## src/logic/ann_pkg.sv

```systemverilog
////////////////////
// shared data widths, index width and score count
// controller state and write-back select enums
////////////////////
`default_nettype none

package ann_pkg;

	// signed Q8.8 for samples, weights and scores
	localparam int data_w = 16;
	localparam int frac_w = 8;

	// input index wide enough for images up to 64 samples
	localparam int idx_w = 7;

	// one score per digit out of the last layer
	localparam int digit_count = 10;

	typedef enum logic [2:0] {
		idle, load_image, request, wait_loaded, sweep, settle, write_back, finish
	} ctrl_state_t;

	// what the pipeline register takes on the next edge
	typedef enum logic [2:0] {
		hold, layer_1, layer_2, layer_3, image
	} load_sel_t;

endpackage

`default_nettype wire
```

## src/logic/input_node_timer.sv

```systemverilog
////////////////////
// input index sweep for one layer
////////////////////
`timescale 1ns/100ps
`default_nettype none

module input_node_timer
	import ann_pkg::*;
(
	input logic clk,
	input logic n_rst,
	input logic sweep_start,
	input logic [idx_w-1:0] max_input,
	output logic [idx_w-1:0] input_num,
	output logic n_start_done,
	output logic coef_ready
);

	logic active;
	logic [idx_w-1:0] count;
	logic [idx_w-1:0] limit;

	always_ff @(posedge clk, negedge n_rst) begin
		if (!n_rst) begin
			active <= 1'b0;
			count <= '0;
			limit <= '0;
			coef_ready <= 1'b0;
		end else begin
			coef_ready <= 1'b0;
			if (sweep_start) begin
				// limit held for the whole sweep
				active <= 1'b1;
				count <= '0;
				limit <= max_input;
			end else if (active) begin
				if (count == limit - 1'b1) begin
					active <= 1'b0;
					count <= '0;
					coef_ready <= 1'b1;
				end else begin
					count <= count + 1'b1;
				end
			end
		end
	end

	assign input_num = count;
	assign n_start_done = !active;

endmodule

`default_nettype wire

```

## config.mk

```make
export PLATFORM = sky130hd
export DESIGN_NAME = input_node_timer
export DESIGN_NICKNAME = d
export VERILOG_FILES = /design/src/logic/ann_pkg.sv /design/src/logic/input_node_timer.sv
export SDC_FILE = /design/constraint.sdc
export NUM_CORES = 1
export LEC_CHECK = 0
export BUFFER_PORTS_ARGS = -buffer_cell sky130_fd_sc_hd__buf_2
export CAP_MARGIN = 10
export CORE_MARGIN = 2
export CORE_UTILIZATION = 57
export DETAILED_ROUTE_END_ITERATION = 10
export PLACE_DENSITY = 0.82
export SYNTH_ARGS = -nofsm -noshare
export SYNTH_HDL_FRONTEND = slang
export SYNTH_SLANG_ARGS = --single-unit
export TNS_END_PERCENT = 1
```

## constraint.sdc

```tcl
create_clock -name clk -period 3.47 [get_ports clk]
set_input_delay 0.5205 -clock clk [delete_from_list [all_inputs] [get_ports clk]]
set_output_delay 0.5205 -clock clk [all_outputs]
set_load 0.02 [all_outputs]
```

# ---- Word-level counts from Yosys, hierarchy flattened
# Index checks and enable logic that the tools add are counted.
dict set report op_classes {
  n_addsub 2
  eq_ne 1
  shifts 0
  div_mod_pow 0
  n_bitwise 0
  order_cmp 0
  mux 9
  mul 0
  reduce_logical 2
}
# operator n
set ops {}
lappend ops {{7-bit two-way mux} 3}
lappend ops {{7-bit by 1-bit adder with 7-bit output, second input constant} 1}
lappend ops {{7-bit == test} 1}
lappend ops {{7-bit by 1-bit subtractor with 7-bit output, second input constant} 1}
lappend ops {{1-bit two-way mux} 6}
lappend ops {{2-bit nonzero test} 1}
lappend ops {{1-bit zero test} 1}
dict set report totals {
  word_cells 18
  n_memories 0
  inputBits 10
  latch_bits 0
  register_bits 16
  ram_bits 0
  mem_bits_ro 0
}

# ---- Longest topological paths before layout
dict set report depth {
  ltp_word 5
  mapped_depth 7
  depth_no_buf 7
}

# ---- Worst setup path after synthesis
# Ideal clock, no wire load.
dict set report synth_timing {
  path_type {register -> register}
  startpoint {reg limit[0]}
  endpoint {reg coef_ready}
  setup_slack_ps 1634
  path_stages_with_launch 8
  required_time_ps 3389
  arrival_time_ps 1755
  cell_sequence {dfrtp_1 inv_1 ha_1 xnor3_1 and3_1 o21ai_2 a2111oi_4 nor3b_2}
}
dict set report synth_between {
  elab_chain_cells 5
}
# item line
set synth_lines {}
lappend synth_lines {{from (decl)} input_node_timer.sv:21} ;# logic [idx_w-1:0] limit;
lappend synth_lines {{from (signal assigned)} input_node_timer.sv:35} ;# limit <= max_input;
lappend synth_lines {{7-bit by 1-bit subtractor with 7-bit output} input_node_timer.sv:37} ;# if (count == limit - 1'b1) begin
lappend synth_lines {{7-bit == test} input_node_timer.sv:37}
lappend synth_lines {{1-bit two-way mux} input_node_timer.sv:37}
lappend synth_lines {{1-bit two-way mux} input_node_timer.sv:36} ;# end else if (active) begin
lappend synth_lines {{1-bit two-way mux} input_node_timer.sv:31} ;# if (sweep_start) begin
lappend synth_lines {{to (signal assigned)} input_node_timer.sv:28} ;# coef_ready <= 1'b0;
lappend synth_lines {{to (signal assigned)} input_node_timer.sv:30} ;# coef_ready <= 1'b0;
lappend synth_lines {{to (signal assigned)} input_node_timer.sv:40} ;# coef_ready <= 1'b1;
lappend synth_lines {{to (decl)} input_node_timer.sv:16} ;# output logic coef_ready
# No other way between the ends.
# A chain may end at the register's enable or synchronous reset.

# ---- Final worst setup path
# Same ends and word-level chain as after synthesis.

==> impl_metrics.json <==
{
  "setup_viol": 0,
  "rsz0062_at_grt": "no",
  "min_path_type": "in2async",
  "cts-resized-gates": 0,
  "finalMaxSlewViolations": 0,
  "die_x_um": 45.3,
  "grt_max_degree": 20,
  "hpwlAfterDp_um": 1510,
  "cts_tree": "built",
  "syn_inst": 92,
  "path_buf_inv": 1,
  "gp_congestion": 0.759,
  "crit_fanout": 8,
  "cts_buffer_depth": 2,
  "drt_pass1_iterations": 4,
  "via_per_inst": 6.21,
  "grt-busiest-layer": "met2",
  "most-common-layout-cells": "18 x buf_2, 16 x dfrtp_1, 9 x nand2_1",
  "drt-total-wl_um": 2040,
  "first_global_vias": 780,
  "synth_area_per_cell_um2": 10.6,
  "grt-ovfl-total": 0,
  "design_area_um2": 1110,
  "route.vias.total": 789,
  "ir_drop_uv": 297,
  "yosysUniqueCellTypes": 30,
  "worstMarginPinSlew_ns": 0.508,
  "crit_chain": "inv_1 > ha_1 > nand2b_1 > a21boi_0 > o22ai_1 > a2111oi_4 > nor3b_2",
  "fin_setup_tns_ns": 0,
  "fp.dieH_um": 45.3,
  "clock-root-buffer": "clkbuf_4",
  "drive_above_1_share_pct": 29.7,
  "fin_nets": 124,
  "fill_cells": 124,
  "wire_per_inst_um": 16.1,
  "status": "finished clean",
  "seq_area_um2": 400,
  "cts_made_buffers": 3,
  "gr-usage-met1_pct": 31.9,
  "grt_pass1_wl_um": 3570,
  "layout_commonest_cell": "buf_2",
  "grt_usage_pct": 25.0,
  "required_ns": 3.69,
  "cpPeakStageDelay_ns": 0.44,
  "ys_seq_elements": 16,
  "multi_input_area_um2": 546,
  "antennaDiodeCount": 0,
  "placed_area_um2": 1070,
  "cap_violations": 0,
  "fin_crit_sh_pct": 60.4,
  "initial_core_util_pct": 62.4,
  "crit_arrival_ns": 2.31,
  "clkLatencyLatePin_ns": 0.30,
  "syn-cell-area_um2": 972,
  "antenna_found_initial": 0,
  "drt_iter0_drc": 18,
  "cts_max_level": 1,
  "fp.coreArea_um2": 1560,
  "ioPinCount": 19,
  "met2_usage_pct": 40.6,
  "crit_family": "compound AO/OA/AOI/OAI gates",
  "path_clk_slew_ns": 0.09,
  "finalClockSkew_ns": 0.00459,
  "drt.antenna.violating_nets": 0,
  "power.density_nw_per_um2": 397,
  "yosysWarnings": 0,
  "core.rowCount": 14,
  "post_cts_buffers": 0,
  "p_leak_nw": 0.486,
  "critical_path_class": "reg2reg",
  "worst_path_max_delay_cell": "a2111oi_4",
  "yosysSeqAreaShare_pct": 41.2,
  "timing.fmax_mhz": 477,
  "use_met3_pct": 6.00,
  "portBuffers": 18,
  "area_delta_synth_final_pct": 13.9,
  "holdBufCountCts": 0,
  "cts.sinks": 16,
  "worstSetupStartpointType": "flop",
  "hold_viol": 0,
  "post-route-drc-count": 0,
  "synthesis.nets": 104,
  "slew_headroom_pct": 66.1,
  "die-area_um2": 2050,
  "worstSetupEndpointType": "flop",
  "period_needed_ns": 2.10
}
[report_power, final]
| part | switching, mW | leakage [nW] | total, mW | internal, mW |
|---|---|---|---|---|
| Clock | 0.0604 | 0.0210 | 0.124 | 0.0641 |
| Combinational | 0.0513 | 0.264 | 0.0929 | 0.0417 |
| Sequential | 0.0231 | 0.201 | 0.222 | 0.199 |
| Total | 0.135 | 0.486 | 0.440 | 0.305 |
[logic make-up (layout without fill, tap and decap cells)]
group,Yosys count,in the layout,share of synthesized area (%)
xor+xnor,14,14,14.0
fa+ha+maj,2,2,2.57
flops,16,16,41.2
compound gates,19,19,15.7
buf+inv,7,26,2.70
simple gates,29,29,18.0
mux,5,5,5.79
[final cells by class]
cell class,count,area share [%]
clock buffer,4,3.28
inverter,4,1.36
multi-input combinational,69,49.3
sequential,16,36.2
tap,16,1.81
timing repair buffer,18,8.14
[per-stage QoR]
step / cells / utilization [%] / total power [mW] / hold WS (ns) / setup slack (ns)
finish: 127 / 71.0 / 0.440 / 0.119 / 1.37
global route: 127 / 71.0 / 0.462 / 0.133 / 1.21
CTS: 127 / 71.0 / 0.442 / 0.120 / 1.38
detailed placement: 123 / 68.7 / 0.317 / 0.447 / 1.41
global placement: 123 / 68.7 / 0.313 / 0.444 / 1.50
floorplan: 92 / - / 0.289 / 0.225 / 1.63
[path summary, 6_finish.rpt]
| kind | cells after the start | endpoint | slack [ns] | start |
|---|---|---|---|---|
| setup / recovery | 7 | coef_ready | 1.37 | limit[0] |
| setup reg to reg | 7 | coef_ready | 1.37 | limit[0] |
| hold / removal | 1 | limit[4] | 0.12 | n_rst |
| hold reg to reg | 2 | input_num[1] | 0.60 | input_num[1] |
| min in group clk | 3 | limit[1] | 0.43 | max_input[1] |
| max in group asynchronous | 1 | input_num[0] | 3.09 | n_rst |
[flip-flops by register name (all words and copies together), names as in the netlist]
register    count
limit           7
input_num       7
active          1
coef_ready      1
[cell usage after synthesis, drive strengths merged]
cell type	number	share of area (%)
dfrtp	16	41
nand2	9	3.5
xor2	7	6.3
a211oi	6	4.6
o21ai	6	3.5
xnor2	6	5.4
mux2	5	5.8
inv	4	1.5
nor3	4	3.2
clkbuf	3	1.2
nand3b	3	2.3
nand4	3	1.9
nor2	3	1.2
ha	2	2.6
nand2b	2	1.3
a2111oi	1	2.8
a21boi	1	0.77
a31oi	1	0.64
and3	1	0.64
nand3	1	0.51
nor3b	1	1.3
nor4	1	0.64
nor4b	1	1.5
o211ai	1	0.77
o21bai	1	0.77
o221a	1	1.2
o22ai	1	0.64
xnor3	1	2.3
[routing by layer]
| metal | up-vias | share of wire [%] |
|---|---|---|
| met4 | 0 | 1.4 |
| li1 | 374 | - |
| met3 | 4 | 4.5 |
| met2 | 22 | 51 |
| met5 | - | 0 |
| met1 | 389 | 43 |
(Power assumes the default switching activity.)
