File: src/logic/ann_pkg.sv
////////////////////
// shared data widths, index width and score count
// controller state and write-back select enums
////////////////////
`default_nettype none

package ann_pkg;

	// signed Q8.8 for samples, weights and scores
	localparam int data_w = 16;
	localparam int frac_w = 8;

	// input index wide enough for images up to 64 samples
	localparam int idx_w = 7;

	// one score per digit out of the last layer
	localparam int digit_count = 10;

	typedef enum logic [2:0] {
		idle, load_image, request, wait_loaded, sweep, settle, write_back, finish
	} ctrl_state_t;

	// what the pipeline register takes on the next edge
	typedef enum logic [2:0] {
		hold, layer_1, layer_2, layer_3, image
	} load_sel_t;

endpackage

`default_nettype wire
File: src/logic/node.sv
////////////////////
// saturating Q8.8 multiply-accumulate neuron, ReLU output
////////////////////
`timescale 1ns/100ps
`default_nettype none

module node
	import ann_pkg::*;
#(
	parameter int IMAGE_SIZE = 16
)
(
	input logic clk,
	input logic n_rst,
	input logic n_start_done,
	input logic reset_acc,
	input logic [idx_w-1:0] cnt_val,
	input logic signed [data_w-1:0] coef [IMAGE_SIZE-1:0],
	input logic signed [data_w-1:0] data_in [IMAGE_SIZE-1:0],
	output logic signed [data_w-1:0] node_out
);

	localparam int acc_w = 2 * data_w;
	localparam int sel_w = (IMAGE_SIZE > 1) ? $clog2(IMAGE_SIZE) : 1;

	logic [sel_w-1:0] sel;
	logic signed [2*data_w-1:0] product;
	logic signed [acc_w-1:0] acc;

	assign sel = sel_w'(cnt_val);
	assign product = coef[sel] * data_in[sel];

	// product brought back to Q8.8 before it is summed
	always_ff @(posedge clk, negedge n_rst) begin
		if (!n_rst) begin
			acc <= '0;
		end else if (reset_acc) begin
			acc <= '0;
		end else if (!n_start_done) begin
			acc <= acc + (product >>> frac_w);
		end
	end

	always_comb begin
		if (acc[acc_w-1]) begin
			node_out = '0;
		end else if (|acc[acc_w-2:data_w-1]) begin
			node_out = {1'b0, {(data_w-1){1'b1}}};
		end else begin
			node_out = acc[data_w-1:0];
		end
	end

endmodule

`default_nettype wire

File: config.mk
export PLATFORM = sky130hd
export DESIGN_NAME = node
export DESIGN_NICKNAME = d
export VERILOG_FILES = /design/src/logic/ann_pkg.sv /design/src/logic/node.sv
export SDC_FILE = /design/constraint.sdc
export NUM_CORES = 1
export LEC_CHECK = 0
export BUFFER_PORTS_ARGS = -buffer_cell sky130_fd_sc_hd__buf_2
export CAP_MARGIN = 20
export CORE_AREA = 3 3 208 210
export DETAILED_ROUTE_END_ITERATION = 10
export DIE_AREA = 0 0 211 213
export HOLD_SLACK_MARGIN = 0.1
export PLACE_DENSITY_LB_ADDON = 0.2
export SETUP_SLACK_MARGIN = 0.3
export SYNTH_ARGS = -nofsm -noshare
export SYNTH_HDL_FRONTEND = slang
export SYNTH_SLANG_ARGS = --single-unit
File: constraint.sdc
create_clock -name clk -period 4 [get_ports clk]
set_input_delay 0 -clock clk [delete_from_list [all_inputs] [get_ports clk]]
set_output_delay 0 -clock clk [all_outputs]
set_load 0.03 [all_outputs]
# == After elaboration in Yosys (flattened, before gate mapping) ==
# Index checks and enable logic that the tools add are counted.
# W data, S select, Z words.
# totals
reg_bits,32
input_bits,523
out_inout_bits,16
# op_classes
addsub,1
mul,1
order_cmp,1
n_eq_ne,1
mux,8
reduce_logical,1
# ops
cell,n
$bmux W16 S4,2
$mux W16,4
$mux W32,2
$add A32 B24 Y32,1
$mul A16 B16 Y32,1
$reduce_or A16 Y1,1
$lt A4 B5 Y1 const B,1
$ne A2 B1 Y1 const B,1

# == Logic depth before layout (Yosys ltp) ==
# logic_depth
word_depth,6
mapped_depth,45
ltp_nobuf,40

# == Least setup slack after synthesis ==
# No wires, ideal clock.
# synth_path
path_kind,input-to-reg
startpoint,input port cnt_val[0]
endpoint,register acc[31]
setup_time_ps,78
t_arrival_ps,10262
t_required_ps,3922
path_slack_ps,-6340
path_stages,41
n_path_buf,5
path_cell_list,buf_6 buf_6 buf_2 buf_1 buf_1 mux4_2 mux2i_1 nand2_1 o21ai_1 nor2_1 fa_1 inv_1 fa_1 fa_1 fa_1 inv_1 fa_1 inv_1 (+5 left out) a211oi_1 o31a_1 o41ai_1 nand2_2 o21ai_0 or2_2 a21oi_1 o21bai_1 xor2_1 ha_1 nand3_1 o41ai_1 a31oi_1 nor2_1 o221ai_1 xnor3_1 or3_1 a21oi_1
# synth_between
elab_chain_len,6
elab_cells_between_ends,8
# synth_rtl
item,line_no,text
start: declaration,node.sv:17,"input logic [idx_w-1:0] cnt_val,"
$bmux W16 S4,node.sv:31,assign product = coef[sel] * data_in[sel];
$mux W16 (not written as such),node.sv:31,
$mul A16 B16 Y32 *,node.sv:31,
$add A32 B24 Y32 *,node.sv:40,acc <= acc + (product >>> frac_w);
$mux W32 *,node.sv:39,end else if (!n_start_done) begin
$mux W32 *,node.sv:37,end else if (reset_acc) begin
end signal: assignment,node.sv:40,
end: declaration,node.sv:28,logic signed [acc_w-1:0] acc;
# Every way passes the cells marked *; elsewhere a longest branch is shown, timed or not. The select of a mux whose other input is x is not followed.
# A chain may end at the register's enable or synchronous reset.

# == Worst setup path after layout ==
# layout_path
startpoint,input port cnt_val[0]
endpoint,register acc[24]
# The elaborated chain is that of the path after synthesis.

==> flow_summary_export.csv <==
group,metric,value,unit
detailed_routing,route.detailed.drc,0,
detailed_routing,drt_iter0_markers,1228,
clock_tree,numCtsBuffers,5,
min_path,holdPathStages,5,
timing,fin_skew,4.52,ps
run,cap_violations,0,
die,start_util,39.1,%
outcome,violations,"setup timing",
yosys,synth_nets,2601,
die,die_h,213,um
clock_tree,clk_path_buf_depth,2,
die,io_pins,539,
layout,layout.nets,3504,
placed_design,gp_congestion,1.04,
timing,rsz0062_at_grt,"yes",
placed_design,place.port_buffers,534,
die,fp.dieW,211,um
timing,timing.final.ws_setup,-4810,ps
layout,multi_input_area,14900,um^2
yosys,synth-seq-area-share,4.91,%
timing,maxSlewHeadroom,47.2,%
clock_tree,htreeDepth,2,
detailed_routing,met1Wirelength,30.1,mm
worst_setup_path,critPathRequiredTime,4210,ps
worst_setup_path,r2r_slack,700,ps
yosys,ys_seq_elements,32,
worst_setup_path,critPathSlowestCell,"mux4_2",
grt,grt_max_degree,53,
timing,max_clock_freq,114,MHz
detailed_routing,drt_wl_total,79.3,mm
worst_setup_path,arrival,9010,ps
worst_setup_path,r2r_cells,17,
worst_setup_path,r2r_start,"acc[0]",
yosys,yosys_warnings,0,
timing,tightest_slew,793,ps
layout,regMostFlops,"acc",
timing,whs,237,ps
clock_tree,cts_tree,"built",
min_path,hold_end,"acc[7]",
worst_setup_path,cp_common_cell,"fa_1",
min_path,hold_path.startpoint,"n_start_done",
layout,drive_gt1_share,50.3,%
yosys,synth_async_sr_flop_share,100,%
worst_setup_path,crit_type,"input port to flop",
layout,area_delta_synth_final,48.7,%
placed_design,dp_hpwl,70.5,mm
grt,grt_usage,35.1,%
timing,period_minus_slack,8810,ps
yosys,synth.distinct_cells,69,
die,design.core.area,41800,um^2
worst_setup_path,startpoint,"cnt_val[0]",
clock_tree,path_clk_slew,50,ps
timing,final.setup.tns,-125720,ps
detailed_routing,antenna_left,0,
grt,grt_first_pass_wirelength,113,mm
timing,drv_slew,0,
die,die_area,44900,um^2
detailed_routing,vias,16900,
layout,top_regs,"acc (32)",
layout,largest_reg_flops,32,
layout,nFillCells,3724,
detailed_routing,top_layer_used,"met5",
timing,fin_crit_sh,220,%
layout,final_cell_mix,"530 x buf_2, 369 x buf_4, 296 x inv_1",
detailed_routing,wire_per_inst,25.1,um
detailed_routing,avgViaCountPerCell,5.37,
yosys,syn-instance-count,1705,
yosys,ys.flop_type,"dfrtp_1",
yosys,postSynthAreaPerCell,9.57,um^2
timing,report.final.setup_viol,32,
yosys,syn_area,16300,um^2
detailed_routing,drt-pass1-iter-count,5,
worst_setup_path,startpoint_type,"input port",
die,fp-row-count,75,
min_path,hp-class,"input port to flop",
worst_setup_path,crit_path_max_incr_delay,620,ps
layout,final_common_cell,"buf_2",
worst_setup_path,cp_max_fo,8,
clock_tree,cts.sink_count,32,
detailed_routing,wl_met2,36.7,mm
clock_tree,insertion_delay,290,ps
grt,antenna_found_initial,13,
layout,seqCellArea,801,um^2
timing,hold_viol_final,0,
detailed_routing,met3_length,7.76,mm
clock_tree,cts_root_buf,"clkbuf_16",
grt,grt-ovfl-total,0,
yosys,synth_edf_count,0,
worst_setup_path,reg2reg_to,"acc[30]",
worst_setup_path,end_kind,"flop",
outcome,status,"complete, but fails checks",
grt,grt_pass1_vias,18100,
layer usage:
| metal | track usage, % | up-vias |
|---|---|---|
| li1 | - | 7496 |
| met5 | 0 | - |
| met2 | 57.8 | 729 |
| met1 | 44.0 | 8560 |
| met3 | 8.36 | 150 |
| met4 | 16.1 | 6 |
through the flow:
| stage | instances | instance area (um^2) | util [%] | setup slack, ps |
|---|---|---|---|---|
| after floorplan | 1705 | 16900 | - | -4780 |
| after detailed placement | 3079 | 22800 | 54.5 | -5310 |
| after global routing | 3152 | 24300 | 58.1 | -5130 |
| final | 3154 | 24300 | 58.1 | -4810 |
| after CTS | 3119 | 23700 | 56.7 | -4710 |
| after global placement | 3079 | 22800 | 54.5 | -5200 |
synth_stat cells (4+ instances only):
cell type  instances  area, um^2
inv_1            312        1170
clkbuf_1          50         188
fa_1             262        5250
mux2_2            21         236
a21o_1            26         195
dfrtp_1           32         801
and3_1             8        50.1
nor2b_1           16         100
or2_2             10        62.6
nor4_1            11        68.8
mux4_2           136        3060
nand2_1          136         510
xor2_1             9        78.8
and2_1             4        25.0
nor2_1           219         822
nand3_1           15        75.1
xnor2_1           37         324
a21oi_1           59         295
buf_1             24        90.1
nand2b_1          23         144
ha_1             111        1390
o21ai_1           16        80.1
a31oi_1           11        68.8
a221oi_1           4        35.0
nand4_1            5        31.3
mux2i_1           24         240
o21ai_0           27         135
nor3_1            12        60.1
o21a_1            18         135
cell type report:
cell class                      instances  area share [%]
Antenna cell                            7          0.0722
Tap cell                              539            2.78
Clock buffer                            6           0.531
Sequential cell                        32            3.30
Inverter                              313            4.85
Clock inverter                          1          0.0206
Multi-Input combinational cell       1281            61.6
Timing Repair Buffer                  975            26.9
repair_timing:
action                     in CTS  in global routing
setup buffers                  29                 27
cloned                          3                  1
hold buffers                    1                  0
gates resized for setup       108                 83
setup endpoints to repair      32                 32
pin swaps                      71                 78
hold endpoints to repair       32                  0
critical path: cells and delay by family:
kind	cells	cell delay (ps)
buffers and inverters	12	1330
AO/OA/AOI/OAI	15	2800
adder cells (fa/ha/maj)	8	3640
multiplexers	1	620
AND/OR/NAND/NOR	3	480
XOR/XNOR	1	120
kinds of logic after synthesis:
logic type	Yosys count	synth area share, %
xor gates and xnor gates	47	2.61
muxes	181	21.7
other	1	0.0230
AOI/OAI and AO/OA	201	8.06
adders and majority gates	373	40.6
buffers and inverters	392	9.14
DFF	32	4.91
and+or+nand+nor	478	12.9
how the worst max path moves through the flow:
stage,end,slack (ps)
6_report,acc[24],-4810
4_1_cts,acc[31],-4710
2_1_floorplan,acc[31],-4780
3_3_place_gp,acc[31],-5200
5_1_grt,acc[31],-5130
3_5_place_dp,acc[31],-5310
Power is not shown: default switching activity piles up to over one toggle a cycle in this logic, so the estimate is an artifact.
