==> config.mk <==
export PLATFORM = sky130hd
export DESIGN_NAME = neural_to_seven
export DESIGN_NICKNAME = d
export VERILOG_FILES = /design/src/logic/ann_pkg.sv /design/src/logic/neural_to_seven.sv
export SDC_FILE = /design/constraint.sdc
export NUM_CORES = 1
export LEC_CHECK = 0
export ABC_AREA = 1
export BUFFER_PORTS_ARGS = -buffer_cell sky130_fd_sc_hd__buf_2
export CORE_MARGIN = 5
export CORE_UTILIZATION = 43
export DETAILED_ROUTE_END_ITERATION = 7
export PLACE_DENSITY = 0.69
export SYNTH_ARGS = -nofsm -noshare
export SYNTH_HDL_FRONTEND = slang
export SYNTH_SLANG_ARGS = --single-unit
==> constraint.sdc <==
create_clock -name vclk -period 24.8
set_input_delay 1.24 -clock vclk [all_inputs]
set_output_delay 1.24 -clock vclk [all_outputs]
set_load 0.03 [all_outputs]
==> src/logic/ann_pkg.sv <==
////////////////////
// shared data widths, index width and score count
// controller state and write-back select enums
////////////////////
`default_nettype none

package ann_pkg;

	// signed Q8.8 for samples, weights and scores
	localparam int data_w = 16;
	localparam int frac_w = 8;

	// input index wide enough for images up to 64 samples
	localparam int idx_w = 7;

	// one score per digit out of the last layer
	localparam int digit_count = 10;

	typedef enum logic [2:0] {
		idle, load_image, request, wait_loaded, sweep, settle, write_back, finish
	} ctrl_state_t;

	// what the pipeline register takes on the next edge
	typedef enum logic [2:0] {
		hold, layer_1, layer_2, layer_3, image
	} load_sel_t;

endpackage

`default_nettype wire
==> src/logic/neural_to_seven.sv <==
////////////////////
// arg-max over the digit scores, seven-segment encoding
////////////////////
`timescale 1ns/100ps
`default_nettype none

module neural_to_seven
	import ann_pkg::*;
(
	input logic signed [data_w-1:0] neural_out [digit_count-1:0],
	output logic [7:0] seven_seg
);

	logic [3:0] best_idx;
	logic signed [data_w-1:0] best_val;

	// strict compare keeps the lower index on a tie
	always_comb begin
		best_idx = 4'd0;
		best_val = neural_out[0];
		for (int i = 1; i < digit_count; i++) begin
			if (neural_out[i] > best_val) begin
				best_val = neural_out[i];
				best_idx = 4'(i);
			end
		end
	end

	// segment a on bit 0, dot on bit 7 never lit
	always_comb begin
		case (best_idx)
			4'd0: seven_seg = 8'h3f;
			4'd1: seven_seg = 8'h06;
			4'd2: seven_seg = 8'h5b;
			4'd3: seven_seg = 8'h4f;
			4'd4: seven_seg = 8'h66;
			4'd5: seven_seg = 8'h6d;
			4'd6: seven_seg = 8'h7d;
			4'd7: seven_seg = 8'h07;
			4'd8: seven_seg = 8'h7f;
			4'd9: seven_seg = 8'h6f;
			default: seven_seg = 8'h00;
		endcase
	end

endmodule

`default_nettype wire

After elaboration in Yosys (flattened, before gate mapping):

Memories as Yosys holds them, arrays and structs flattened.
Index checks and enable logic that the tools add are counted.

* output and inout bits: 8
* memory bits (read-only): 112
* bits of input ports: 160
* word-level logic and storage cells: 27
* register bits: 0
* memories: 1

Memories
* (no name shown): depth 16, bits a word 7, read ports 1, clocked after memory_dff 0, write ports 0, line neural_to_seven.sv:31 `case (best_idx)`

* order comparisons: 9
* muxes and demuxes: 17

Operators by type and width (count)
* 16-bit > comparator: 9
* 16-bit 2-to-1 mux: 8
* 4-bit 2-to-1 mux: 8
* 1-bit 2-to-1 mux: 1

Logic depth before layout (Yosys ltp):

Gate-level depths: netlist of run 1.
An unclocked memory read counts as a cell.

* word-level depth: 19
* mapped depth: 130

Worst setup path after synthesis of run 1:

No wires, ideal clock.

* path kind: in2out
* from: input port neural_out[15] in the netlist's numbering
* to: output port seven_seg[3]
* data arrival time: 16.155 ns
* slack: 7.405 ns
* data required time: 23.560 ns
* cell stages on the path: 97
* cells stage by stage: inv_1 > ha_1 > a21oi_1 > o21ai_1 > a21oi_1 > nand3_2 > nand3_4 > clkbuf_1 > clkbuf_1 > nand2_1 > o21ai_0 > ha_1 > a21oi_1 > o21a_1 > o21ai_0 > a221oi_1 > nand3_2 > nand3_2 > (+61 left out) > xnor2_1 > nand2_1 > clkbuf_1 > nand2_1 > o21ai_1 > ha_1 > a21oi_1 > o21a_1 > o221ai_1 > a221oi_1 > nand3b_1 > nand2_1 > inv_1 > nor2_1 > nand2_2 > ha_1 > or2_4 > nand2_1

* longest elaborated chain between the ends: 19

RTL lines
* start: declaration: line neural_to_seven.sv:10 `input logic signed [data_w-1:0] neural_out [digit_count-1:0],`
* 16-bit > comparator: line neural_to_seven.sv:22 `if (neural_out[i] > best_val) begin`
* 16-bit 2-to-1 mux: line neural_to_seven.sv:22
* 16-bit > comparator: line neural_to_seven.sv:22
* 16-bit 2-to-1 mux: line neural_to_seven.sv:22
* 16-bit > comparator: line neural_to_seven.sv:22
* 16-bit 2-to-1 mux: line neural_to_seven.sv:22
* 16-bit > comparator: line neural_to_seven.sv:22
* 16-bit 2-to-1 mux: line neural_to_seven.sv:22
* (+3 left out)
* 16-bit 2-to-1 mux: line neural_to_seven.sv:22
* 16-bit > comparator: line neural_to_seven.sv:22
* 16-bit 2-to-1 mux: line neural_to_seven.sv:22
* 16-bit > comparator: line neural_to_seven.sv:22
* 16-bit 2-to-1 mux: line neural_to_seven.sv:22
* 16-bit > comparator: line neural_to_seven.sv:22
* 4-bit 2-to-1 mux (*): line neural_to_seven.sv:22
* memory 16 x 7 bit (*)
* end: declaration: line neural_to_seven.sv:11 `output logic [7:0] seven_seg`

Mark *: on every way between the ends. The rest lies on a longest branch, timed or not.

Worst setup path after layout of run 1:

Ends and elaborated chain as after synthesis.

==> results of run 1 <==
==> cell usage after synthesis (9+ instances only) <==
| library cell | number |
|---|---|
| nand3_1 | 27 |
| a21oi_1 | 43 |
| nor2_1 | 44 |
| inv_2 | 9 |
| nand4_1 | 28 |
| clkbuf_1 | 21 |
| nand2_2 | 11 |
| a211oi_1 | 9 |
| inv_1 | 95 |
| o21ai_2 | 16 |
| ha_1 | 138 |
| nand2_1 | 276 |
| o21ai_0 | 94 |
| o21ai_1 | 21 |
==> cell families after synthesis <==
| logic type | count (synthesis) |
|---|---|
| compound gates | 207 |
| xor+xnor | 1 |
| fa+ha+maj | 138 |
| buf+inv | 129 |
| other cells | 1 |
| simple gates | 420 |
==> final cells by class <==
| cell class | instances | share of cell area (%) |
|---|---|---|
| multi-input combinational | 767 | 77.0 |
| timing repair buffer | 167 | 13.4 |
| inverter | 104 | 6.24 |
| tap | 168 | 3.36 |
| antenna | 2 | 0.0800 |
==> stage by stage <==
stage,cell area [µm²],hold slack [ps],std cells,setup WS [ps],utilization [%]
after floorplan,5320,3100,896,7410,-
after global placement,6250,3320,1206,4510,51.8
after detailed placement,6250,3310,1206,4410,51.8
after CTS,6250,3310,1206,4330,51.8
after global routing,6250,3410,1207,1980,51.8
final,6250,3300,1208,4220,51.9
==> critical path: cells and delay by family <==
kind                       cells  cell delay [ps]
adders and majority gates     10             3330
xor gates and xnor gates       1              150
and+or+nand+nor               46             9310
buffers and inverters         10              640
AOI/OAI and AO/OA             24             4590
==> routing by layer <==
layer	routed length (µm)	track usage [%]
met5	33	0
met4	199	2.31
met3	1040	3.73
met2	7240	37.2
met1	7340	28.0
==> how the worst min path moves through the flow <==
stage | startpoint | endpoint | slack (ps) | cells past startpoint
floorplan | neural_out[158] | seven_seg[1] | 3100 | 7
global placement | neural_out[158] | seven_seg[2] | 3320 | 8
global route | neural_out[158] | seven_seg[2] | 3410 | 8
detailed placement | neural_out[158] | seven_seg[2] | 3310 | 8
finish | neural_out[158] | seven_seg[2] | 3300 | 8
CTS | neural_out[158] | seven_seg[2] | 3310 | 8
==> impl_metrics.json, run 1 <==
{
  "ant_nets": 0,
  "arrival_ps": 19340,
  "hp-class": "input pin to primary output",
  "rows": 40,
  "place_congestion": 0.897,
  "num_io_pins": 168,
  "seq_area_frac_synth_pct": 0,
  "area_growth_pct": 17.5,
  "cp-endpoint": "seven_seg[3]",
  "core_area_mm2": 0.0121,
  "grt_max_degree": 36,
  "critPathLaunch": "neural_out[15]",
  "maxSlewHeadroom_pct": 34.4,
  "cpMaxStageDelayCell": "nand2_1",
  "synth_compound_area_share_pct": 22.3,
  "tns_ps": 0,
  "postCtsSetupBuffers": 0,
  "final_cell_mix": "nand2_1 (276), buf_2 (167), ha_1 (138), inv_1 (95), o21ai_0 (94)",
  "start_util_pct": 44.1,
  "setup-violations-final": 0,
  "avgViaCountPerCell": 5.10,
  "nClkBuffers": 0,
  "wirelength_um": 15900,
  "die-area_mm2": 0.0147,
  "hold_buffers": 0,
  "hold_viol": 0,
  "crit_top_cell": "nand2_1",
  "antenna_found_initial": 4,
  "multi_input_area_mm2": 0.00481,
  "numPortBuffers": 167,
  "nets": 1338,
  "grt-ovfl-total": 0,
  "synth_mux_area_share_pct": 0,
  "regArea_um2": 0,
  "crit_required_ps": 23560,
  "cp-start-kind": "input pin",
  "synth_area_leaders": "ha_1 (32%), nand2_1 (19%), o21ai_0 (8.8%), inv_1 (6.7%), a21oi_1 (4.0%)",
  "firstDrtPassIters": 4,
  "maxSlewViolCount": 0,
  "rsz0062_at_grt": "false",
  "synth-warning-count": 0,
  "final_layout_size_suffix_gt1_share_pct": 21.4,
  "yosys.area_share.simple_pct": 35.5,
  "postSynthCellCount": 896,
  "period_share_pct": 83.0,
  "cts_resized": 0,
  "synthDistinctLibCells": 39,
  "outcome": "complete, no violations",
  "synth_nets": 1194,
  "dieWidth_um": 121,
  "yosysTopAreaCell": "ha_1",
  "design.seq.count": 0,
  "path_max_fanout": 35,
  "grt_pass1_wl_um": 26400,
  "grt_pass1_vias": 5754,
  "synth_adder_area_share_pct": 32.4,
  "tightest_slew_ps": 982,
  "final_common_cell": "nand2_1",
  "end_kind": "primary output",
  "wl_per_cell_um": 13.1,
  "dp_hpwl_um": 14400,
  "post-route-drc-count": 0,
  "syn_area_per_cell_um2": 5.94,
  "synth_area_mm2": 0.00532,
  "drv_cap": 0,
  "num_vias": 6159,
  "fin_crit_ps": 20580,
  "drtIter0Drc": 222,
  "grt.total_usage_pct": 21.2,
  "slowest_delay_ps": 570,
  "path_class": "input pin to primary output",
  "dieHeight_um": 121,
  "n_fill_cell": 1335,
  "synth_top_family_by_area": "simple AND/OR/NAND/NOR gates",
  "synth_top_area_share_pct": 32.4,
  "fmax_mhz": 48.6,
  "synthXorXnorAreaFrac_pct": 0.165
}
Power of run 1 is not shown: default switching activity piles up to over one toggle a cycle in this logic, so the estimate is an artifact.
==> inputs of run 2 (changes only) <==
Settings changed: ABC_AREA 1 to 0, PLACE_DENSITY 0.69 to 0.67.
Clock period 24.8 ns to 21.2 ns, I/O delays scaled along.
==> impl_metrics.json, run 2 <==
{
  "outcome": "complete, but fails checks",
  "violations": "negative setup slack",
  "maxSlewHeadroom_pct": 56.9,
  "syn_area_per_cell_um2": 7.22,
  "p_int_mw": 1.05,
  "design.seq.count": 0,
  "synth.most_common_cell": "ha_1",
  "firstDrtPassIters": 5,
  "slowest_delay_ps": 470,
  "core_area_mm2": 0.0146,
  "final_layout_size_suffix_gt1_share_pct": 50.1,
  "sw_frac_of_total_pct": 48.5,
  "grt-ovfl-total": 0,
  "dieWidth_um": 132,
  "yosysTopAreaCell": "ha_1",
  "period_share_pct": 107,
  "critPathTopFamily": "compound AO/OA/AOI/OAI gates",
  "seq_area_frac_synth_pct": 0,
  "tns_ps": -9240,
  "maxSlewViolCount": 0,
  "synth-warning-count": 0,
  "synth_area_leaders": "ha_1 (27%), mux2i_1 (11%), inv_1 (7.0%), a21oi_1 (4.4%), o21ai_0 (3.8%)",
  "end_kind": "primary output",
  "netSwitchingPower_mw": 0.995,
  "nets": 1590,
  "dp_worst_setup_slack_ps": -973,
  "area_growth_pct": 67.7,
  "layout_setup_ws_ps": -1410,
  "numPortBuffers": 167,
  "final_common_cell": "buf_4",
  "avgViaCountPerCell": 5.93,
  "post-route-drc-count": 0,
  "start_util_pct": 43.9,
  "dp_hpwl_um": 19200,
  "antenna_found_initial": 5,
  "ant_nets": 0,
  "postSynthCellCount": 886,
  "synth_top_area_share_pct": 27.0,
  "grt.total_usage_pct": 25.5,
  "power.share.clock_pct": 0,
  "power_frac_seq_pct": 0,
  "fmax_mhz": 44.2,
  "rsz0062_at_grt": "true",
  "cpMaxStageDelayCell": "o41ai_4",
  "hold_buffers": 0,
  "final_cell_mix": "buf_4 (242), buf_2 (153), inv_1 (106), ha_1 (99), nand2_1 (51)",
  "tightest_slew_ps": 642,
  "regArea_um2": 0,
  "ys_top_cells_by_count": "ha_1 (138), inv_1 (120), mux2i_1 (72)",
  "grt_pass1_wl_um": 38600,
  "synth_nets": 1184,
  "synthDistinctLibCells": 82,
  "rows": 44,
  "grt_max_degree": 13,
  "powerDensity_mw_per_mm2": 191,
  "grt_pass1_vias": 8032,
  "fin_cells": 1479,
  "drv_cap": 0,
  "place_congestion": 0.965,
  "critical_path_buf_inv_count": 16,
  "hp-class": "input pin to primary output",
  "cp-start-kind": "input pin",
  "nClkBuffers": 0,
  "crit_required_ps": 20140,
  "num_io_pins": 168,
  "path_class": "input pin to primary output",
  "p_leak_nw": 5.45,
  "p_comb_share_pct": 100.0,
  "synth_area_mm2": 0.00640,
  "die-area_mm2": 0.0174,
  "ir_drop_v": 0.000167,
  "dieHeight_um": 132,
  "fin_crit_ps": 22610,
  "wl_per_cell_um": 19.3,
  "wirelength_um": 28500,
  "arrival_ps": 21550,
  "path_max_fanout": 9,
  "drtIter0Drc": 900,
  "dpl.cell_count": 1374,
  "hold_viol": 0,
  "setup-violations-final": 7,
  "num_vias": 8767,
  "final_util_pct": 73.6
}
## run 2: timing repair
action,4_1_cts,5_1_grt
gates cloned,3,0
resized for setup,100,132
pin swaps,69,86
setup buffers,64,35
endpoints found under the setup margin,7,7
## run 2: power groups by stage
stage	logic (mW)	clock network (mW)	registers [mW]
after floorplan	1.06	0	0
after global placement	1.53	0	0
after detailed placement	1.55	0	0
after CTS	1.80	0	0
after global routing	2.21	0.0000000316	0
final	2.05	0.0000000316	0
## run 2: cell families (layout without fill, tap and decap cells)
kind of cell | count (synthesis) | count (layout) | share of synthesized area, %
simple gates | 278 | 279 | 22.6
compound gates | 224 | 224 | 24.8
buf+inv | 144 | 547 | 9.05
fa+ha+maj | 138 | 138 | 27.0
mux | 96 | 96 | 15.8
xor+xnor | 5 | 5 | 0.684
other cells | 1 | 6 | 0.0586
## run 2: final cells by class
cell class | instances | area [µm²]
diodes | 5 | 12.5
inverters | 120 | 460
multi-input cells | 743 | 7050
fillers | 960 | 3850
well taps | 184 | 230
repair buffers | 427 | 2980
## run 2: routing by layer
| metal | GRT usage, % | part of all wire [%] |
|---|---|---|
| met5 | 0 | 0 |
| met4 | 4.86 | 4.5 |
| met3 | 3.70 | 8.5 |
| met2 | 43.0 | 47 |
| met1 | 34.8 | 40 |
## run 2: path summary, 6_finish.rpt
path,from,endpoint,cells past startpoint
setup / recovery,neural_out[9],seven_seg[3],124
hold / removal,neural_out[114],seven_seg[4],6
## run 2: per-stage QoR
stage | area (µm²) | total power, mW | hold slack (ps)
floorplan | 6760 | 1.06 | 2570
global placement | 8830 | 1.53 | 2890
detailed placement | 8830 | 1.55 | 2890
CTS | 9820 | 1.80 | 2860
global route | 10700 | 2.21 | 2910
finish | 10700 | 2.05 | 2860
(Power assumes the default switching activity.)
