--- src/logic/ann_pkg.sv ---
////////////////////
// shared data widths, index width and score count
// controller state and write-back select enums
////////////////////
`default_nettype none

package ann_pkg;

	// signed Q8.8 for samples, weights and scores
	localparam int data_w = 16;
	localparam int frac_w = 8;

	// input index wide enough for images up to 64 samples
	localparam int idx_w = 7;

	// one score per digit out of the last layer
	localparam int digit_count = 10;

	typedef enum logic [2:0] {
		idle, load_image, request, wait_loaded, sweep, settle, write_back, finish
	} ctrl_state_t;

	// what the pipeline register takes on the next edge
	typedef enum logic [2:0] {
		hold, layer_1, layer_2, layer_3, image
	} load_sel_t;

endpackage

`default_nettype wire
--- src/logic/ann_controller.sv ---
////////////////////
// layer sequencer for image load, weight requests,
// input sweeps and write-back selection
////////////////////
`timescale 1ns/100ps
`default_nettype none

module ann_controller
	import ann_pkg::*;
#(
	parameter int IMAGE_SIZE = 16,
	parameter int FIRST_LAYER = 12,
	parameter int SECOND_LAYER = 8,
	parameter int THIRD_LAYER = 10
)
(
	input logic clk,
	input logic n_rst,
	input logic image_weights_loaded,
	input logic start_detecting,
	input logic coef_ready,
	input logic n_start_done,
	output logic [idx_w-1:0] max_input,
	output logic sweep_start,
	output logic reset_accum,
	output logic request_coef,
	output load_sel_t load_next,
	output logic [1:0] coef_select,
	output logic done_processing
);

	ctrl_state_t state;
	ctrl_state_t next_state;
	logic [1:0] layer;
	logic [1:0] next_layer;

	// the node bank is sized by layer 1 and the pipeline by the image
	if (SECOND_LAYER > FIRST_LAYER || THIRD_LAYER > FIRST_LAYER ||
			FIRST_LAYER > IMAGE_SIZE) begin : g_size_check
		$error("layer sizes do not fit the node bank or the pipeline register");
	end

	always_ff @(posedge clk, negedge n_rst) begin
		if (!n_rst) begin
			state <= idle;
			layer <= 2'd1;
		end else begin
			state <= next_state;
			layer <= next_layer;
		end
	end

	// each sweep covers the width of the previous layer
	always_comb begin
		case (layer)
			2'd2: max_input = idx_w'(FIRST_LAYER);
			2'd3: max_input = idx_w'(SECOND_LAYER);
			default: max_input = idx_w'(IMAGE_SIZE);
		endcase
	end

	assign coef_select = layer;

	always_comb begin
		next_state = state;
		next_layer = layer;
		sweep_start = 1'b0;
		reset_accum = 1'b0;
		request_coef = 1'b0;
		load_next = hold;
		done_processing = 1'b0;
		case (state)
			idle: begin
				if (start_detecting) begin
					next_state = load_image;
					next_layer = 2'd1;
				end
			end
			load_image: begin
				load_next = image;
				next_state = request;
			end
			request: begin
				request_coef = 1'b1;
				next_state = wait_loaded;
			end
			wait_loaded: begin
				request_coef = 1'b1;
				// clear the nodes and start the sweep once the weights are stable
				if (image_weights_loaded) begin
					sweep_start = 1'b1;
					reset_accum = 1'b1;
					next_state = sweep;
				end
			end
			sweep: begin
				if (coef_ready && n_start_done) begin
					next_state = settle;
				end
			end
			settle: begin
				next_state = write_back;
			end
			write_back: begin
				case (layer)
					2'd1: load_next = layer_1;
					2'd2: load_next = layer_2;
					default: load_next = layer_3;
				endcase
				if (layer == 2'd3) begin
					done_processing = 1'b1;
					next_state = finish;
				end else begin
					next_layer = layer + 2'd1;
					next_state = request;
				end
			end
			finish: begin
				next_state = idle;
			end
			default: begin
				next_state = idle;
			end
		endcase
	end

endmodule

`default_nettype wire

--- config.mk ---
export PLATFORM = sky130hd
export DESIGN_NAME = ann_controller
export DESIGN_NICKNAME = d
export VERILOG_FILES = /design/src/logic/ann_pkg.sv /design/src/logic/ann_controller.sv
export SDC_FILE = /design/constraint.sdc
export NUM_CORES = 1
export LEC_CHECK = 0
export BUFFER_PORTS_ARGS = -buffer_cell sky130_fd_sc_hd__buf_2
export CAP_MARGIN = 20
export CORE_AREA = 2 2 39 41
export DETAILED_ROUTE_END_ITERATION = 10
export DIE_AREA = 0 0 41 43
export PLACE_DENSITY = 0.7
export SLEW_MARGIN = 15
export SYNTH_ARGS = -nofsm -noshare
export SYNTH_HDL_FRONTEND = slang
export SYNTH_SLANG_ARGS = --single-unit
export TNS_END_PERCENT = 20
--- constraint.sdc ---
create_clock -name clk -period 2 [get_ports clk]
set_clock_uncertainty 0.15 [all_clocks]
set_input_delay 0.3 -clock clk [delete_from_list [all_inputs] [get_ports clk]]
set_output_delay 0.3 -clock clk [all_outputs]
set_load 0.05 [all_outputs]
After elaboration in Yosys (flattened, before gate mapping)
Index checks and enable logic that the tools add are counted.
Widths: inputs -> output; s select.
{ "op_classes": {"n_mul": 0, "n_div": 0, "order_cmp": 0, "bitwise_logic": 0, "shift": 0, "addsub": 1, "mux": 16, "n_eq_ne": 14, "n_reduce_logical": 6} }
{ "op_table": {"columns": ["operator", "count"], "rows": [
  ["$pmux 3 s8", 1],
  ["$eq 3x3->1 const B", 4],
  ["$mux 3", 4],
  ["$pmux 5 s2", 1],
  ["$ne 2x2->1 const B", 4],
  ["$pmux 2 s2", 2],
  ["$eq 3x2->1 const B", 2],
  ["$pmux 3 s2", 1],
  ["$reduce_and 3->1", 2],
  ["$mux 1", 5],
  ["$eq 2x2->1 const B", 2],
  ["$mux 2", 2],
  ["$eq 3x1->1 const B", 1],
  ["$logic_not 3->1", 1],
  ["$add 2x1->2 const B", 1],
  ["$eq 2x1->1 const B", 1],
  ["$reduce_bool 2->1", 1],
  ["$reduce_or 2->1", 1],
  ["$logic_and 1x1->1", 1]
]} }
{ "totals": {"regBits": 5, "out_inout_bits": 16, "n_memories": 0, "latch_bits": 0, "mem_bits_ro": 0, "ramBits": 0, "in_bits": 6} }

Logic depth before layout (Yosys ltp)
Gate-level depths: netlist of the first run.
{ "logic_depth": {"word_depth": 3, "mapped_depth": 5, "mapped_depth_nobuf": 4} }

Worst setup path after synthesis of the first run
Ideal clock, no wire load.
{ "synth_path": {"path_type": "reg2out", "startpoint": "reg layer[0] (netlist: coef_select[0])", "endpoint": "out load_next[0]", "stages_incl_launch_ff": 4, "n_path_buf": 0, "arrival_time_ns": 2.352, "path_slack_ns": -0.802, "cell_sequence": "dfstp_2 inv_1 ha_1 nor3_1"} }
{ "synth_between": {"elab_chain_cells": 3, "elab_cells_between_ends": 4, "classes_between": "eq/ne: 2; mux: 2"} }
{ "synth_lines": {"columns": ["element", "line_no", "source"], "rows": [
  ["from (decl)", "ann_controller.sv:34", "logic [1:0] layer;"],
  ["from (signal assigned)", "ann_controller.sv:49", "layer <= next_layer;"],
  ["$eq 2x2->1 or $eq 2x1->1 (tied branches)", "ann_controller.sv:105", "case (layer)"],
  ["$pmux 2 s2 (*)", "ann_controller.sv:105", null],
  ["$pmux 3 s2 (*)", "ann_controller.sv:72", "case (state)"],
  ["to (decl)", "ann_controller.sv:27", "output load_sel_t load_next,"]
]} }
Every way passes the cells marked *; elsewhere a longest branch is shown, timed or not.

Final worst setup path of the first run
{ "layout_path": {"startpoint": "reg layer[0] (netlist: coef_select[0])", "endpoint": "out done_processing"} }
{ "layout_between": {"elab_chain_cells": 3} }
{ "layout_lines": {"columns": ["element", "line_no", "source"], "rows": [
  ["$eq 2x2->1", "ann_controller.sv:110", "if (layer == 2'd3) begin"],
  ["$mux 1", "ann_controller.sv:110", null],
  ["$mux 1", "ann_controller.sv:72", null],
  ["to (decl)", "ann_controller.sv:29", "output logic done_processing"]
]} }
Every way passes these cells.

==> results of run 1 <==
-- what timing repair did --
item / 4_1_cts / 5_1_grt
gates resized for setup: 3 / 3
setup endpoints to repair: 2 / 2
pin swaps: 0 / 0
hold endpoints to repair: 5 / 0
hold buffers: 1 / 0
buffers inserted: 2 / 0
-- power by group through the flow --
stage	clock [mW]	sequential [mW]	combinational, mW
global placement	0	0.246	0.545
floorplan	0	0.223	0.515
finish	0.112	0.242	0.606
global route	0.122	0.252	0.652
detailed placement	0	0.252	0.551
CTS	0.120	0.242	0.600
-- Yosys cell counts --
cell type  number  area (µm²)
xnor2_1         1        8.76
or2_2           1        6.26
nand3b_1        2        15.0
nor3b_1         1        7.51
buf_4           5        37.5
or2_1           1        6.26
buf_2           1        5.00
o21ai_0         1        5.00
clkbuf_1        1        3.75
a21oi_2         1        8.76
conb_1          1        3.75
ha_1            3        37.5
a21boi_1        1        7.51
dfrtp_1         4         100
and3_1          2        12.5
nand2_1         3        11.3
or3b_1          1        8.76
nand3_1         1        5.00
buf_6           1        11.3
nor2b_1         2        12.5
nor3_1          3        15.0
dfstp_2         1        26.3
nor2_1          2        7.51
o311ai_1        1        8.76
inv_1           5        18.8
mux2_1          2        22.5
-- registers in the layout, indices dropped and copies added (netlist names) --
| signal | flops |
|---|---|
| state | 3 |
| coef_select | 2 |
-- stage by stage --
stage / power (mW) / setup TNS, ns / hold slack (ns) / setup WS, ns / utilization
after floorplan: 0.738 / -0.842 / -0.146 / -0.249 / -
after global placement: 0.791 / 0 / -0.0350 / 0.147 / 0.369
after detailed placement: 0.803 / 0 / -0.0332 / 0.124 / 0.369
after CTS: 0.962 / 0 / 0.205 / 0.00855 / 0.412
after global routing: 1.03 / -0.0165 / 0.249 / -0.0165 / 0.419
final: 0.960 / 0 / 0.208 / 0.0501 / 0.419
-- final timing paths --
path                                    to                  from
max                        done_processing        coef_select[0]
min                               state[1]  image_weights_loaded
max reg2reg                 coef_select[1]        coef_select[0]
min reg2reg                 coef_select[1]        coef_select[1]
max in group asynchronous   coef_select[0]                 n_rst
min in group asynchronous         state[1]                 n_rst
-- kinds of logic (layout without fill, tap and decap cells) --
logic type | after synthesis | after routing | share of synthesized area
AOI/OAI and AO/OA | 4 | 4 | 0.0727
xor gates and xnor gates | 1 | 1 | 0.0212
adders and majority gates | 3 | 3 | 0.0909
buffers and inverters | 13 | 29 | 0.185
DFF | 5 | 5 | 0.306
muxes | 2 | 2 | 0.0545
other | 1 | 4 | 0.00908
and+or+nand+nor | 19 | 19 | 0.261
-- critical path, delay by kind of cell (launching register included) --
kind	cells	cell delay, ns
DFF	1	0.53
and+or+nand+nor	1	0.19
buffers and inverters	2	0.37
adders and majority gates	1	0.19
-- layout make-up --
cell class	instances	area share
flip-flops and latches	5	0.218
well taps	16	0.0346
inverters	5	0.0389
multi-input cells	33	0.447
repair buffers	20	0.216
clock buffers	4	0.0454
-- layer usage --
| metal | global-route usage | share of wire | vias to the layer above | routed length (µm) |
|---|---|---|---|---|
| met5 | 0 | 0 | - | 0 |
| met4 | 0.0400 | 0 | 0 | 0 |
| met3 | 0.0157 | 0.047 | 0 | 38 |
| met2 | 0.153 | 0.55 | 7 | 445 |
| met1 | 0.122 | 0.40 | 160 | 323 |
| li1 | - | - | 183 | - |
==> metrics.txt, run 1 <==
Final ANT Viol Nets=0; Max Cap Violations=0; First-pass DRT Iterations=3; Antenna Cells=0; Setup crit start kind=flip-flop; total grt overflow=0; Syn Area/Cell=8.60 µm²; first-pass GRT wire length=1190 µm; worst-path cell chain=buf_4 > ha_1 > nor3b_2 > clkbuf_4; number of synthesized register bits=5; CTS tree=built; Initial Utilization=0.298; HPWL Detailed=614 µm; Multi-input gate area=259 µm²; Yosys warning total=0; # setup viols final=0; peak supply drop=0.000666 V; number of global-route vias before repair=285; TritonCTS Sinks=5; gpl congestion=0.740; WP data required=1.55 ns; aggregate routed wire length=807 µm; DP Cell Count=76; die area=1760 µm²; fill cell count=146; CTS Buffer Depth=2; worst-skew pair later-pin latency=0.23 ns; num rows=14; arrival time worst endpoint=1.50 ns; Worst path max stage delay=0.53 ns; clock buffer count from CTS=3; WS Path Type=flip-flop to primary output; GRT Resource Usage Total=0.0961; post-DR wirelength/cell=9.72 µm; register area share after synthesis=0.306; largest net degree at the start of global routing=11; Int Pwr=429 µW; initial antenna violation count=0; num ports=22; Fmax=513 MHz; DRC Markers=0; Post-Layout Cell Count=83; Clk pin slew, worst setup/hold paths=0.04 ns; switching fraction of total power=0.553; Seq pwr share=0.252; Synth cell types=26; I/O Buffers=17; Die H=43 µm; Core Area=1380 µm²; Finished Cell Area=579 µm²; Die Span X=41 µm; H-tree levels=1; most frequent cells in the layout=buf_2 (14), inv_1 (4), conb_1 (4), clkbuf_4 (4), dfrtp_1 (4); hold path cells=3; Nets=77; min-delay worst type=input pin to flip-flop; min Tclk post-route=1.95 ns; Sw Pwr=531 µW; Vias=350; DP Area=510 µm²; register area=126 µm²; root buffer cell=clkbuf_4; Iter 0 DRT Violations=1; R2R depth=5; Post-Syn Area=413 µm²; fin crit share=0.975; cells after synthesis=48; Slew Limit Fails=0; power share of the combinational group=0.631; P&R area growth vs syn=40.3%; vias per cell=4.22; layout cell share with drive strength beyond 1=0.478; r2r setup slk=0.29 ns; status=complete, no violations; PwrDens=1660 nW/µm²; Critical Path Slowest Stage Cell=dfstp_2; Hold Violations, Final=0; crit end category=primary output; most common cell after layout, fill and taps aside=buf_2; Clock Power Share=0.117; CP Max Fanout=4; leakage power total=0.296 nW
No activity file was read; power rests on OpenSTA's default activity.
==> inputs of run 2 (changes only) <==
GPL_TIMING_DRIVEN = 0   (was unset)
==> run 2 against run 1 <==
Against the previous run:
- fmax hardly changed
- final area is 8.9% higher
- sequential share of layout area is 1.8 points lower
- wire length is 5.6% higher
- via count is 6.0% higher
- critical endpoint unchanged
==> metrics.txt, run 2 (synthesis results as in run 1) <==
H-tree levels=1 (unchanged); CP Max Fanout=4 (unchanged); Max Cap Violations=0 (unchanged); Antenna Cells=0 (unchanged); Place WS=0.117 ns (was 0.124 ns); vias per cell=4.12 (was 4.22); First-pass DRT Iterations=2 (was 3); Iter 0 DRT Violations=2 (was 1); Nets=84 (was 77); total grt overflow=0 (unchanged); RSZ-0062 raised after global routing=no; clock buffer count from CTS=3 (unchanged); status=complete, no violations (unchanged); worst-path cell chain=buf_4 > ha_1 > nor3b_2 > buf_2 (was buf_4 > ha_1 > nor3b_2 > clkbuf_4); Hold Violations, Final=0 (unchanged); Final ANT Viol Nets=0 (unchanged); WP data required=1.55 ns (about the same); number of global-route vias before repair=322 (was 285); WS Path Type=flip-flop to primary output (unchanged); num ports=22 (unchanged); Initial Utilization=0.298 (unchanged); gpl congestion=0.711 (was 0.740); largest net degree at the start of global routing=11 (unchanged); P&R area growth vs syn=52.7% (was 40.3%); fin crit share=0.975 (about the same); Fmax=513 MHz (about the same); max reg flops=3 (unchanged); PwrDens=1600 nW/µm² (was 1660 nW/µm²); crit end category=primary output (unchanged); Core Area=1380 µm² (unchanged); post-DR wirelength/cell=9.47 µm (was 9.72 µm); worst-skew pair later-pin latency=0.24 ns (was 0.23 ns); leakage power total=0.335 nW (was 0.296 nW); Critical Path Slowest Stage Cell=dfstp_2 (unchanged); min Tclk post-route=1.95 ns (about the same); # setup viols final=0 (unchanged); DP Area=568 µm² (was 510 µm²); DRC Markers=0 (unchanged); layout cell share with drive strength beyond 1=0.527 (was 0.478); Setup crit start kind=flip-flop (unchanged); initial antenna violation count=0 (unchanged); DP Cell Count=84 (was 76); most frequent cells in the layout=buf_2 (16), buf_4 (8), inv_1 (4), conb_1 (4), dfrtp_1 (4) (was buf_2 (14), inv_1 (4), conb_1 (4), clkbuf_4 (4), dfrtp_1 (4)); most common cell after layout, fill and taps aside=buf_2 (unchanged); TritonCTS Sinks=5 (unchanged); CTS Buffer Depth=2 (unchanged); final setup margin=0.0500 ns (was 0.0501 ns); num rows=14 (unchanged); first-pass GRT wire length=1250 µm (was 1190 µm); Vias=371 (was 350); I/O Buffers=17 (unchanged); aggregate routed wire length=852 µm (was 807 µm); Post-Layout Cell Count=90 (was 83); fill cell count=157 (was 146); CTS tree=built (unchanged); GRT Resource Usage Total=0.105 (was 0.0961); arrival time worst endpoint=1.50 ns (about the same); post-layout util=0.456 (was 0.419); root buffer cell=clkbuf_4 (unchanged); Largest Register=state (unchanged); Die H=43 µm (unchanged); die area=1760 µm² (unchanged); Worst path max stage delay=0.53 ns (about the same); min-delay worst type=input pin to flip-flop (unchanged); Slew Limit Fails=0 (unchanged); Clk pin slew, worst setup/hold paths=0.04 ns (about the same); Die Span X=41 µm (unchanged); HPWL Detailed=653 µm (was 614 µm); Finished Cell Area=631 µm² (was 579 µm²); peak supply drop=0.000573 V (was 0.000666 V)
run 2: cell count changes in the layout (fill, tap and decap cells not counted):
cell      change
buf_4         +5
buf_2         +2
buf_6         +1
clkbuf_4      -1
run 2: critical path: cells and delay by family, from the launching register on:
family,cells,cell delay [ns]
simple gates,1,0.16
fa+ha+maj,1,0.19
buf+inv,2,0.39
flops,1,0.53
run 2: report_power, final:
group	internal (mW)	switching [mW]	total, mW
registers	0.151	0.0499	0.201
clock network	0.0751	0.0369	0.112
logic	0.241	0.456	0.697
run 2: path summary, 6_finish.rpt:
| path | startpoint | to | slack (ns) | depth (start not counted) |
|---|---|---|---|---|
| worst max-delay path | coef_select[0] | done_processing | 0.05 | 4 |
| worst min-delay path | image_weights_loaded | state[1] | 0.23 | 3 |
| worst max register to register | coef_select[0] | coef_select[1] | 0.26 | 5 |
| worst min register to register | coef_select[1] | coef_select[1] | 0.47 | 1 |
| max in group asynchronous | n_rst | coef_select[0] | 1.24 | 2 |
| min in group asynchronous | n_rst | state[2] | 0.25 | 2 |
run 2: layout make-up:
| cell class | count | area, µm² | share of cell area |
|---|---|---|---|
| multi-input cells | 33 | 259 | 0.411 |
| flip-flops and latches | 5 | 126 | 0.200 |
| repair buffers | 20 | 123 | 0.194 |
| plain buffers | 7 | 53.8 | 0.0853 |
| clock buffers | 4 | 26.3 | 0.0417 |
| inverters | 5 | 22.5 | 0.0357 |
| well taps | 16 | 20.0 | 0.0317 |
run 2: repair_timing:
| item | CTS | global route |
|---|---|---|
| hold buffers | 1 | 0 |
| hold endpoints to repair | 5 | 0 |
| endpoints found under the setup margin | 2 | 4 |
| gates cloned | 0 | 0 |
| resized for setup | 3 | 2 |
| buffers inserted | 2 | 0 |
run 2: per-layer routing:
layer | routed length, µm | GRT usage
met4 | 0 | 0.0400
met1 | 338 | 0.118
met2 | 471 | 0.175
met3 | 42 | 0.0314
met5 | 0 | 0
run 2: stage by stage:
stage,hold slack [ns],TNS (ns),total power [mW]
floorplan,-0.146,-0.842,0.738
global placement,-0.0370,0,0.841
detailed placement,-0.0353,0,0.857
CTS,0.219,0,1.02
global route,0.250,0,1.08
finish,0.226,0,1.01
==> inputs of run 3 (changes only) <==
CORE_AREA = 4 4 41 43   (was 2 2 39 41)
CTS_CLUSTER_SIZE = 10   (was unset)
DIE_AREA = 0 0 45 47   (was 0 0 41 43)
PLACE_DENSITY = 0.72   (was 0.7)
clock period = 1.72 ns   (was 2 ns; I/O delays follow)
==> run 3 against run 2 <==
Against the previous run:
- worst hold slack lost 0.060 ns
- clock power is 21% higher
- global-route usage is 0.59 points lower
- wire length increased by 9.3%
- final cell count down 2.2%
- utilization rose by 9.2 points
- critical endpoint is now max_input[4]
- the run now ends with setup timing left
- total power grew 31%
==> metrics.txt, run 3 (synthesis results as in run 1) <==
status=complete, but fails checks (was complete, no violations); failing checks=setup timing; power share of the combinational group=0.692 (was 0.690); P&R area growth vs syn=72.7% (was 52.7%); largest net degree at the start of global routing=11 (unchanged); r2r setup slk=0.02 ns (was 0.26 ns); GRT Resource Usage Total=0.0993 (was 0.105); Worst Hold Slack=0.166 ns (was 0.226 ns); die area=2120 µm² (was 1760 µm²); DP Area=606 µm² (was 568 µm²); Buf/Inv on CP=3 (was 2); Seq pwr share=0.206 (was 0.199); min Tclk post-route=1.94 ns; total design power=1.32 mW (was 1.01 mW); max reg flops=3 (unchanged); Critical Path Slowest Stage Cell=dfstp_4 (was dfstp_2); num rows=13 (was 14); num ports=22 (unchanged); worst-path cell chain=inv_2 > ha_4 > or2_4 > clkinvlp_4 > buf_8 (was buf_4 > ha_1 > nor3b_2 > buf_2); I/O Buffers=17 (unchanged); R2R depth=4 (was 5); Clock Power Share=0.102 (was 0.111); Hold Violations, Final=0 (unchanged); switching fraction of total power=0.532 (was 0.537); Setup crit start kind=flip-flop (unchanged); # setup viols final=6 (was 0); CTS Buffer Depth=2 (unchanged); WS Path Type=flip-flop to primary output (unchanged); Clk pin slew, worst setup/hold paths=0.04 ns (about the same); TritonCTS Sinks=5 (unchanged); Nets=83 (was 84); final setup margin=-0.216 ns (was 0.0500 ns); peak supply drop=0.00104 V (was 0.000573 V); leakage power total=0.343 nW (was 0.335 nW); post-DR wirelength/cell=10.6 µm (was 9.47 µm); Sw Pwr=705 µW (was 542 µW); Worst path max stage delay=0.63 ns (was 0.53 ns); arrival time worst endpoint=1.53 ns (was 1.50 ns); number of global-route vias before repair=366 (was 322); total grt overflow=0 (unchanged); Setup TNS Final=-0.696 ns (was 0 ns); most frequent cells in the layout=buf_4 (9), buf_2 (9), buf_6 (6), conb_1 (4) (was buf_2 (16), buf_4 (8), inv_1 (4), conb_1 (4), dfrtp_1 (4)); first-pass GRT wire length=1480 µm (was 1250 µm); Fmax=517 MHz; Int Pwr=619 µW (was 468 µW); CTS tree=built (unchanged); Min-Delay Startpoint=image_weights_loaded (unchanged); Core Area=1300 µm² (was 1380 µm²); Antenna Cells=0 (unchanged); Finished Cell Area=713 µm² (was 631 µm²); fin crit share=1.13; clock buffer count from CTS=3 (unchanged); Die H=47 µm (was 43 µm); Final ANT Viol Nets=0 (unchanged); Max Cap Violations=0 (unchanged); min-delay worst type=input pin to flip-flop (unchanged); Slew Limit Fails=0 (unchanged); aggregate routed wire length=931 µm (was 852 µm); Initial Utilization=0.317 (was 0.298); Multi-input gate area=305 µm² (was 259 µm²); HPWL Detailed=742 µm (was 653 µm); CP Max Fanout=5 (was 4); RSZ-0062 raised after global routing=yes (was no); vias per cell=4.61 (was 4.12); worst-skew pair later-pin latency=0.24 ns (about the same); Die Span X=45 µm (was 41 µm); gpl congestion=0.667 (was 0.711); PwrDens=1860 nW/µm² (was 1600 nW/µm²); Iter 0 DRT Violations=2 (unchanged); CP top delay family=flip-flops (unchanged); Place WS=-0.188 ns (was 0.117 ns); Worst Hold End=state[1] (unchanged); initial antenna violation count=0 (unchanged); layout cell share with drive strength beyond 1=0.630 (was 0.527); H-tree levels=1 (unchanged); WP data required=1.31 ns (was 1.55 ns); fill cell count=130 (was 157); crit end category=primary output (unchanged); Largest Register=state (unchanged); DRC Markers=0 (unchanged); First-pass DRT Iterations=2 (unchanged); FF-to-FF End=coef_select[1] (unchanged); hold path cells=3 (unchanged); Vias=406 (was 371); Reg2Reg Launch Point=coef_select[0] (unchanged); register area=133 µm² (was 126 µm²); root buffer cell=clkbuf_4 (unchanged)
-- run 3: layout make-up --
type                    count  share of cell area
plain buffers               7              0.0789
clock buffers               4              0.0368
inverters                   5              0.0351
multi-input cells          33               0.428
flip-flops and latches      5               0.186
well taps                  15              0.0263
repair buffers             19               0.209
-- run 3: metrics by stage --
stage                     utilization  instances
after global placement          0.465         83
after floorplan                     -         51
final                           0.548         88
after CTS                       0.546         88
after global routing            0.548         88
after detailed placement        0.465         83
-- run 3: timing repair --
item | CTS | global route
gates cloned | 0 | 0
buffers inserted | 1 | 0
hold endpoints to repair | 5 | 0
pin swaps | 0 | 1
resized for setup | 21 | 3
setup endpoints to repair | 9 | 11
hold buffers | 1 | 0
-- run 3: worst max-delay path by stage --
| stage | from | endpoint | slack, ns | cells after the start |
|---|---|---|---|---|
| final | coef_select[0] | max_input[4] | -0.22 | 5 |
| after global routing | coef_select[0] | max_input[4] | -0.27 | 5 |
| after CTS | coef_select[0] | max_input[4] | -0.23 | 5 |
| after detailed placement | state[0] | sweep_start | -0.19 | 4 |
| after global placement | state[0] | load_next[2] | -0.18 | 4 |
| after floorplan | coef_select[0] | max_input[4] | -0.23 | 4 |
-- run 3: worst reg2reg max path, delay by kind of cell, from the launching register on --
kind	cells	cell delay, ns
multiplexers	1	0.33
adder cells (fa/ha/maj)	1	0.24
AND/OR/NAND/NOR	1	0.20
AO/OA/AOI/OAI	1	0.18
flip-flops	1	0.48
-- run 3: power groups by stage --
stage / combinational, mW / clock [mW] / sequential [mW]
after floorplan: 0.673 / 0 / 0.269
after global placement: 0.850 / 0 / 0.218
after detailed placement: 0.863 / 0 / 0.222
after CTS: 0.920 / 0.141 / 0.273
after global routing: 0.976 / 0.148 / 0.281
final: 0.916 / 0.135 / 0.273
-- run 3: per-layer routing --
metal / track usage / vias to the layer above / routed length, µm
met5: 0 / - / 0
met4: 0.0175 / 0 / 0
met3: 0.0690 / 0 / 107
met2: 0.167 / 17 / 469
met1: 0.104 / 188 / 355
li1: - / 201 / -
